===== config.mk =====
export PLATFORM = sky130hd
export DESIGN_NAME = calc_top
export DESIGN_NICKNAME = d
export VERILOG_FILES = /design/src/calc_pkg.sv /design/src/program_rom.sv /design/src/accum_core.sv /design/src/uart_rx.sv /design/src/uart_tx.sv /design/src/calc_top.sv
export SDC_FILE = /design/constraint.sdc
export NUM_CORES = 1
export LEC_CHECK = 0
export ABC_AREA = 0
export BUFFER_PORTS_ARGS = -buffer_cell sky130_fd_sc_hd__buf_4
export CAP_MARGIN = 25
export CORE_AREA = 2 2 77 115
export CTS_BUF_LIST = sky130_fd_sc_hd__clkbuf_4
export DETAILED_ROUTE_END_ITERATION = 7
export DIE_AREA = 0 0 79 117
export GPL_TIMING_DRIVEN = 0
export PLACE_DENSITY_LB_ADDON = 0.3
export SLEW_MARGIN = 20
export SYNTH_ARGS = -nofsm -noshare
export SYNTH_HDL_FRONTEND = slang
export SYNTH_SLANG_ARGS = --single-unit

===== constraint.sdc =====
create_clock -name clk -period 5.4 [get_ports clk]
set_clock_uncertainty 0.15 [all_clocks]
set_input_delay 0.27 -clock clk [delete_from_list [all_inputs] [get_ports clk]]
set_output_delay 0.27 -clock clk [all_outputs]
set_load 0.1 [all_outputs]

===== src/calc_pkg.sv =====
`default_nettype none

package calc_pkg;

    ////////////////////////////////////////
    // Serial timing
    ////////////////////////////////////////

    localparam int CLK_FREQ     = 50_000_000;              // System clock, Hz
    localparam int BAUD         = 5_000_000;               // Serial rate
    localparam int CLKS_PER_BIT = CLK_FREQ / BAUD;         // 10 clocks per bit
    localparam int CNT_W        = $clog2(CLKS_PER_BIT);    // Bit-time counter width

    // Counter end points
    localparam logic [CNT_W-1:0] BIT_LAST  = CNT_W'(CLKS_PER_BIT - 1);
    localparam logic [CNT_W-1:0] HALF_LAST = CNT_W'(CLKS_PER_BIT / 2 - 1);   // Mid-bit

    ////////////////////////////////////////
    // Core program
    ////////////////////////////////////////

    localparam int PC_W = 3;                               // 8 ROM slots

    typedef enum logic [3:0] {
        op_ldi    = 4'h1,   // acc = imm
        op_ldc_in = 4'h2,   // cnt = operand
        op_jz     = 4'h3,   // Jump to imm if cnt == 0
        op_add_c  = 4'h4,   // acc += cnt
        op_djnz   = 4'h5,   // cnt--, jump to imm if not zero
        op_halt   = 4'hf    // Stop
    } opcode_t;

    // Fixed program layout
    localparam logic [PC_W-1:0] LOOP_ADDR = PC_W'(3);      // Add step
    localparam logic [PC_W-1:0] HALT_ADDR = PC_W'(5);      // Halt slot
    localparam logic [PC_W-1:0] PROG_LAST = HALT_ADDR;     // Highest address ever reached

    ////////////////////////////////////////
    // UART FSMs
    ////////////////////////////////////////

    typedef enum logic [1:0] {
        rx_idle,
        rx_start,
        rx_data,
        rx_stop
    } rx_state_t;

    typedef enum logic [1:0] {
        tx_idle,
        tx_start,
        tx_data,
        tx_stop
    } tx_state_t;

endpackage

`default_nettype wire


===== src/program_rom.sv =====
`timescale 1ns/1ps
`default_nettype none

module program_rom (
    input  wire [calc_pkg::PC_W-1:0] pc,
    output calc_pkg::opcode_t        opcode,
    output logic [7:0]               imm
);

    // Sum of 1..operand, mod 256
    always_comb begin
        imm = 8'h00;
        case (pc)
            3'd0: opcode = calc_pkg::op_ldi;                // acc = 0
            3'd1: opcode = calc_pkg::op_ldc_in;             // cnt = operand
            3'd2: begin
                opcode = calc_pkg::op_jz;                   // Zero operand skips loop
                imm    = 8'(calc_pkg::HALT_ADDR);
            end
            3'd3: opcode = calc_pkg::op_add_c;              // Loop body
            3'd4: begin
                opcode = calc_pkg::op_djnz;                 // Back to add
                imm    = 8'(calc_pkg::LOOP_ADDR);
            end
            3'd5: opcode = calc_pkg::op_halt;
            default: opcode = calc_pkg::op_halt;            // Unused slots stop the core
        endcase
    end

endmodule

`default_nettype wire


===== src/accum_core.sv =====
`timescale 1ns/1ps
`default_nettype none

module accum_core (
    input  wire        clk,
    input  wire        reset,
    input  wire        start,
    input  wire [7:0]  operand,
    output logic       running,
    output logic [7:0] result
);

    logic [calc_pkg::PC_W-1:0] pc;
    logic [calc_pkg::PC_W-1:0] pc_inc;
    logic [calc_pkg::PC_W-1:0] target;
    calc_pkg::opcode_t         opcode;
    logic [7:0]                imm;
    logic [7:0]                acc;
    logic [7:0]                cnt;
    logic [7:0]                opnd;     // Operand latched at start
    logic                      launch;

    program_rom u_rom (
        .pc     (pc),
        .opcode (opcode),
        .imm    (imm)
    );

    assign pc_inc = pc + 1'b1;
    assign target = imm[calc_pkg::PC_W-1:0];   // Jump field
    assign launch = start && !running;         // Start ignored mid-program
    assign result = acc;

    ////////////////////////////////////////
    // Sequencer
    ////////////////////////////////////////

    always_ff @(posedge clk) begin
        if (reset) begin
            running <= 1'b0;
            pc      <= '0;
        end else if (!running) begin
            if (launch) begin
                running <= 1'b1;                       // Runs from next cycle
                pc      <= '0;
            end
        end else begin
            case (opcode)
                calc_pkg::op_ldi,
                calc_pkg::op_ldc_in,
                calc_pkg::op_add_c: pc <= pc_inc;
                calc_pkg::op_jz: begin
                    if (cnt == 8'd0) begin
                        pc <= target;
                    end else begin
                        pc <= pc_inc;
                    end
                end
                calc_pkg::op_djnz: begin
                    // Taken unless this decrement reaches zero
                    if (cnt != 8'd1) begin
                        pc <= target;
                    end else begin
                        pc <= pc_inc;
                    end
                end
                calc_pkg::op_halt: running <= 1'b0;    // pc parks on halt
                default: running <= 1'b0;
            endcase
        end
    end

    ////////////////////////////////////////
    // Datapath
    ////////////////////////////////////////

    always_ff @(posedge clk) begin
        if (launch) begin
            opnd <= operand;
        end
        if (running) begin
            case (opcode)
                calc_pkg::op_ldi:    acc <= imm;
                calc_pkg::op_ldc_in: cnt <= opnd;
                calc_pkg::op_add_c:  acc <= acc + cnt;   // Wraps mod 256
                calc_pkg::op_djnz:   cnt <= cnt - 8'd1;
                default: ;                               // jz and halt touch no data
            endcase
        end
    end

    // Program never walks past its halt slot
    pc_in_range: assert property (
        @(posedge clk) disable iff (reset)
        running |-> (pc <= calc_pkg::PROG_LAST)
    ) else $error("accum_core pc %0d past last ROM address", pc);

endmodule

`default_nettype wire


===== src/uart_rx.sv =====
`timescale 1ns/1ps
`default_nettype none

module uart_rx (
    input  wire        clk,
    input  wire        reset,
    input  wire        rxd,
    output logic [7:0] rx_byte,
    output logic       rx_valid,
    output logic       frame_error
);

    logic                       rxd_meta;
    logic                       rxd_sync;
    calc_pkg::rx_state_t        state;
    logic [calc_pkg::CNT_W-1:0] clk_cnt;
    logic [2:0]                 bit_idx;

    // Two-flop synchronizer, idles high
    always_ff @(posedge clk) begin
        if (reset) begin
            rxd_meta <= 1'b1;
            rxd_sync <= 1'b1;
        end else begin
            rxd_meta <= rxd;
            rxd_sync <= rxd_meta;
        end
    end

    always_ff @(posedge clk) begin
        if (reset) begin
            state       <= calc_pkg::rx_idle;
            clk_cnt     <= '0;
            bit_idx     <= '0;
            rx_valid    <= 1'b0;
            frame_error <= 1'b0;
        end else begin
            rx_valid    <= 1'b0;                       // Strobes
            frame_error <= 1'b0;
            clk_cnt     <= clk_cnt + 1'b1;
            case (state)
                calc_pkg::rx_idle: begin
                    clk_cnt <= '0;
                    if (!rxd_sync) begin
                        state <= calc_pkg::rx_start;   // Falling edge seen
                    end
                end
                calc_pkg::rx_start: begin
                    if (clk_cnt == calc_pkg::HALF_LAST) begin
                        clk_cnt <= '0;
                        bit_idx <= '0;
                        // Glitch check at mid start bit
                        state   <= rxd_sync ? calc_pkg::rx_idle : calc_pkg::rx_data;
                    end
                end
                calc_pkg::rx_data: begin
                    if (clk_cnt == calc_pkg::BIT_LAST) begin
                        clk_cnt <= '0;
                        rx_byte <= {rxd_sync, rx_byte[7:1]};   // LSB first
                        bit_idx <= bit_idx + 1'b1;
                        if (bit_idx == 3'd7) begin
                            state <= calc_pkg::rx_stop;
                        end
                    end
                end
                calc_pkg::rx_stop: begin
                    if (clk_cnt == calc_pkg::BIT_LAST) begin
                        clk_cnt     <= '0;
                        rx_valid    <= rxd_sync;       // Good stop bit
                        frame_error <= !rxd_sync;      // Byte discarded
                        state       <= calc_pkg::rx_idle;
                    end
                end
                default: state <= calc_pkg::rx_idle;
            endcase
        end
    end

    // One outcome per frame
    one_outcome: assert property (
        @(posedge clk) disable iff (reset)
        !(rx_valid && frame_error)
    ) else $error("uart_rx valid and framing error together");

endmodule

`default_nettype wire


===== src/uart_tx.sv =====
`timescale 1ns/1ps
`default_nettype none

module uart_tx (
    input  wire       clk,
    input  wire       reset,
    input  wire       send,
    input  wire [7:0] tx_byte,
    output logic      txd,
    output logic      tx_busy
);

    calc_pkg::tx_state_t        state;
    logic [calc_pkg::CNT_W-1:0] clk_cnt;
    logic [2:0]                 bit_idx;
    logic [7:0]                 shift;    // Bit 0 on the line

    assign tx_busy = (state != calc_pkg::tx_idle);

    always_ff @(posedge clk) begin
        if (reset) begin
            state   <= calc_pkg::tx_idle;
            clk_cnt <= '0;
            bit_idx <= '0;
            txd     <= 1'b1;                           // Line idles high
        end else begin
            clk_cnt <= clk_cnt + 1'b1;
            case (state)
                calc_pkg::tx_idle: begin
                    clk_cnt <= '0;
                    bit_idx <= '0;
                    txd     <= 1'b1;
                    if (send) begin
                        shift <= tx_byte;
                        txd   <= 1'b0;                 // Start bit
                        state <= calc_pkg::tx_start;
                    end
                end
                calc_pkg::tx_start: begin
                    if (clk_cnt == calc_pkg::BIT_LAST) begin
                        clk_cnt <= '0;
                        txd     <= shift[0];
                        state   <= calc_pkg::tx_data;
                    end
                end
                calc_pkg::tx_data: begin
                    if (clk_cnt == calc_pkg::BIT_LAST) begin
                        clk_cnt <= '0;
                        shift   <= shift >> 1;
                        bit_idx <= bit_idx + 1'b1;
                        if (bit_idx == 3'd7) begin
                            txd   <= 1'b1;             // Stop bit
                            state <= calc_pkg::tx_stop;
                        end else begin
                            txd <= shift[1];           // Next data bit
                        end
                    end
                end
                calc_pkg::tx_stop: begin
                    if (clk_cnt == calc_pkg::BIT_LAST) begin
                        clk_cnt <= '0;
                        state   <= calc_pkg::tx_idle;  // Busy drops here
                    end
                end
                default: state <= calc_pkg::tx_idle;
            endcase
        end
    end

endmodule

`default_nettype wire


===== src/calc_top.sv =====
`timescale 1ns/1ps
`default_nettype none

module calc_top (
    input  wire  clk,
    input  wire  reset,
    input  wire  uart_rxd,
    output logic uart_txd,
    output logic busy,
    output logic frame_error
);

    logic [7:0] rx_byte;
    logic       rx_valid;
    logic       start;
    logic       running;
    logic       running_q;   // Edge detect on running
    logic [7:0] result;
    logic       pending;     // Result waiting for transmitter
    logic       send;
    logic       tx_busy;

    uart_rx u_rx (
        .clk         (clk),
        .reset       (reset),
        .rxd         (uart_rxd),
        .rx_byte     (rx_byte),
        .rx_valid    (rx_valid),
        .frame_error (frame_error)
    );

    accum_core u_core (
        .clk     (clk),
        .reset   (reset),
        .start   (start),
        .operand (rx_byte),
        .running (running),
        .result  (result)
    );

    uart_tx u_tx (
        .clk     (clk),
        .reset   (reset),
        .send    (send),
        .tx_byte (result),
        .txd     (uart_txd),
        .tx_busy (tx_busy)
    );

    ////////////////////////////////////////
    // Start and send sequencing
    ////////////////////////////////////////

    // Byte dropped unless core fully idle
    assign start = rx_valid && !running && !running_q && !pending;
    assign send  = pending && !tx_busy;                // Waits out transmitter
    assign busy  = running || running_q || pending || tx_busy;

    always_ff @(posedge clk) begin
        if (reset) begin
            running_q <= 1'b0;
            pending   <= 1'b0;
        end else begin
            running_q <= running;
            if (running_q && !running) begin
                pending <= 1'b1;                       // Program just halted
            end else if (send) begin
                pending <= 1'b0;                       // One frame per result
            end
        end
    end

    // Transmitter free at send and takes the byte
    send_when_free: assert property (
        @(posedge clk) disable iff (reset)
        send |-> !tx_busy ##1 tx_busy
    ) else $error("calc_top send while transmitter busy");

endmodule

`default_nettype wire


==> results.yml <==
setup_path:
  cpPeakStageDelay_ns: 0.51
  cpLargestDelayFamily: "simple AND/OR/NAND/NOR gates"
  critPathRequiredTime_ns: 5.39
  crit_fanout: 6
  setup.worst_path.class: "reg -> reg"
  arrival_ns: 2.60
  path_buf_inv: 2
  crit_path_start_kind: "register"
  timing.critical_path.to_type: "register"
  path_cells: "inv_1 > ha_1 > or2_1 > nor2_1 > mux2i_1 > nor3b_1 > buf_2"
  critical-path-slowest-cell: "nor3b_1"
  r2r_slack_ns: 2.79
grt:
  grt_pass1_wl_um: 10600
  track_usage_pct: 15.1
  grt_antenna_before_repair: 0
  grt_max_degree: 13
  gr-total-overflow: 0
  first_global_vias: 2335
synthesis:
  ys_async_sr_fraction_pct: 0
  synth_edf_count: 40
  synthesis.area_um2: 3530
  syn_nets: 361
  synth_top_area_share_pct: 34.0
  synth_cell_types: 58
  synth_seq_cells: 69
  synthCells: 326
  ys.flop_type: "edfxtp_1"
  synth_area_leaders: "edfxtp_1, dfxtp_1, ha_1"
  ys_warn_count: 0
  ys_seq_area_share_pct: 50.4
  syn_area_per_cell_um2: 10.8
  yosysTopAreaCell: "edfxtp_1"
power_and_ir_drop:
  leakagePower_nw: 1.45
  power_density_nw_per_um2: 266
  ir_drop_v: 0.000199
sta:
  hold_ws_ns: 0.272
  finalSetupViolCount: 0
  min_period_ns: 2.61
  fmax_ghz: 0.383
  rsz0062_at_grt: "false"
  setup_tns_ns: 0
  worst_pin_slew_ns: 0.843
  slew_viol_final: 0
  slew_headroom_pct: 43.7
  fin_ws_ns: 2.79
  final-hold-violation-count: 0
  fin_crit_sh_pct: 48.3
detailed_routing:
  drtIter0Drc: 125
  dr.pass1.iters: 4
  ant_nets: 0
  totalWireLength_um: 6110
  viasPerCell: 5.10
  dr_total_vias: 2335
  drcViolationCount: 0
  wl_per_cell_um: 13.3
job:
  drv_cap: 0
clock_tree:
  clock_path_buffers: 2
  numCtsBuffers: 9
  clock_latency_ns: 0.43
  post_cts_resized: 0
  cts_tree: "built"
  htree_levels: 3
  cts.root.buffer_cell: "clkbuf_4"
  cts_sinks: 69
  clkTransAtPathRegs_ns: 0.11
cells_and_area:
  nNetsFinal: 381
  final_common_cell: "edfxtp_1"
  final_cells: 458
  fill_cells: 808
  area_growth_pct: 9.71
  layout_common_cells: "edfxtp_1, nand2_1, ha_1"
  drive_above_1_share_pct: 9.69
  diodes: 0
floorplanning:
  coreArea_um2: 8310
  start_util_pct: 42.5
  die_w_um: 79
  die-height_um: 117
  floorplan.io_pins: 6
  die_area_um2: 9240
  rows: 41
worst_hold_path:
  hp-class: "reg -> reg"
place:
  gp_congestion: 0.861
  pre_cts_ws_ns: 2.82
  io_buffers: 4
  numPlacedInstances: 438
  dp_hpwl_um: 4620
status:
  run_status: "finished clean"
-- worst register-to-register path, stage by stage, from the launching register on --
cell and delay, ns:
dfxtp_1 0.43, inv_1 0.10, ha_1 0.29, or2_1 0.26, nor2_1 0.20, mux2i_1 0.11
nor3b_1 0.52, buf_2 0.28
-- metal layers --
layer | vias to the layer above | part of all wire, % | global-route usage [%]
li1 | 1210 | - | -
met1 | 1090 | 41 | 15.7
met2 | 23 | 55 | 28.1
met3 | 12 | 2.4 | 3.68
met4 | 0 | 2.0 | 7.24
met5 | - | 0 | 0
-- worst paths after layout --
check             cells after the start          start                to
setup / recovery                      7   u_core.pc[0]  u_core.result[5]
hold / removal                        1  u_rx.rxd_meta     u_rx.rxd_sync
setup reg to reg                      7   u_core.pc[0]  u_core.result[5]
hold reg to reg                       1  u_rx.rxd_meta     u_rx.rxd_sync
-- cells in the mapped netlist, types with 2 or more instances --
library cell / number
nor2_1: 27
a21o_1: 2
and3_1: 2
a31oi_1: 2
edfxtp_1: 40
nand4_1: 3
mux2_1: 4
nand2b_1: 4
or3_1: 2
a32o_1: 4
nor3_1: 5
o21ai_1: 17
ha_1: 31
mux2i_1: 4
a21oi_1: 15
a21boi_1: 2
a31o_1: 2
o21bai_1: 2
nand3_1: 3
dfxtp_1: 29
nand2_1: 31
o211ai_1: 2
nor2b_1: 5
o21a_1: 2
xnor2_1: 8
o21ai_0: 5
nand3b_1: 2
xor2_1: 8
nor3b_1: 4
or2_2: 2
inv_1: 21
clkbuf_1: 8
mux2_2: 2
a32oi_1: 2
-- logic make-up after synthesis --
kind of cell / synth area share, %
flip-flops: 50.4
adder cells (fa/ha/maj): 11.5
AO/OA/AOI/OAI: 11.8
AND/OR/NAND/NOR: 15.3
multiplexers: 3.05
XOR/XNOR: 3.97
buffers and inverters: 3.90
-- final cells by class --
type | count | area (um2) | share of cell area [%]
clock buffers | 9 | 67.6 | 1.74
flip-flops and latches | 69 | 1780 | 46.0
clock inverters | 7 | 66.3 | 1.71
inverters | 22 | 82.6 | 2.13
repair buffers | 9 | 70.1 | 1.81
well taps | 107 | 134 | 3.45
plain buffers | 10 | 55.1 | 1.42
multi-input cells | 225 | 1620 | 41.8
-- report_power, final --
group | switching [W] | leakage [nW] | internal, W
Sequential | 0.00000878 | 0.594 | 0.000567
Clock | 0.000185 | 0.0670 | 0.000138
Combinational | 0.0000906 | 0.794 | 0.0000392
-- sequential cells by signal, indices dropped and copies added, names as in the netlist, 4 cells and up, named ones only --
| name | flops |
|---|---|
| u_core.cnt | 8 |
| u_tx.shift | 8 |
| u_core.opnd | 8 |
| u_core.result | 8 |
| u_rx.clk_cnt | 4 |
| u_tx.clk_cnt | 4 |
| u_rx.rx_byte | 8 |
-- through the flow --
| step | util, % | total power [W] | instance area, um2 |
|---|---|---|---|
| floorplan | - | 0.000689 | 3530 |
| global placement | 44.5 | 0.000713 | 3700 |
| detailed placement | 44.5 | 0.000716 | 3700 |
| CTS | 46.5 | 0.00104 | 3860 |
| global route | 46.6 | 0.00108 | 3870 |
| finish | 46.6 | 0.00103 | 3870 |
-- repair_timing --
item / in CTS / in global routing
hold buffers: 3 / 0
buffers inserted: 0 / 0
endpoints found under the hold margin: 4 / 0
(Power assumes the default switching activity.)
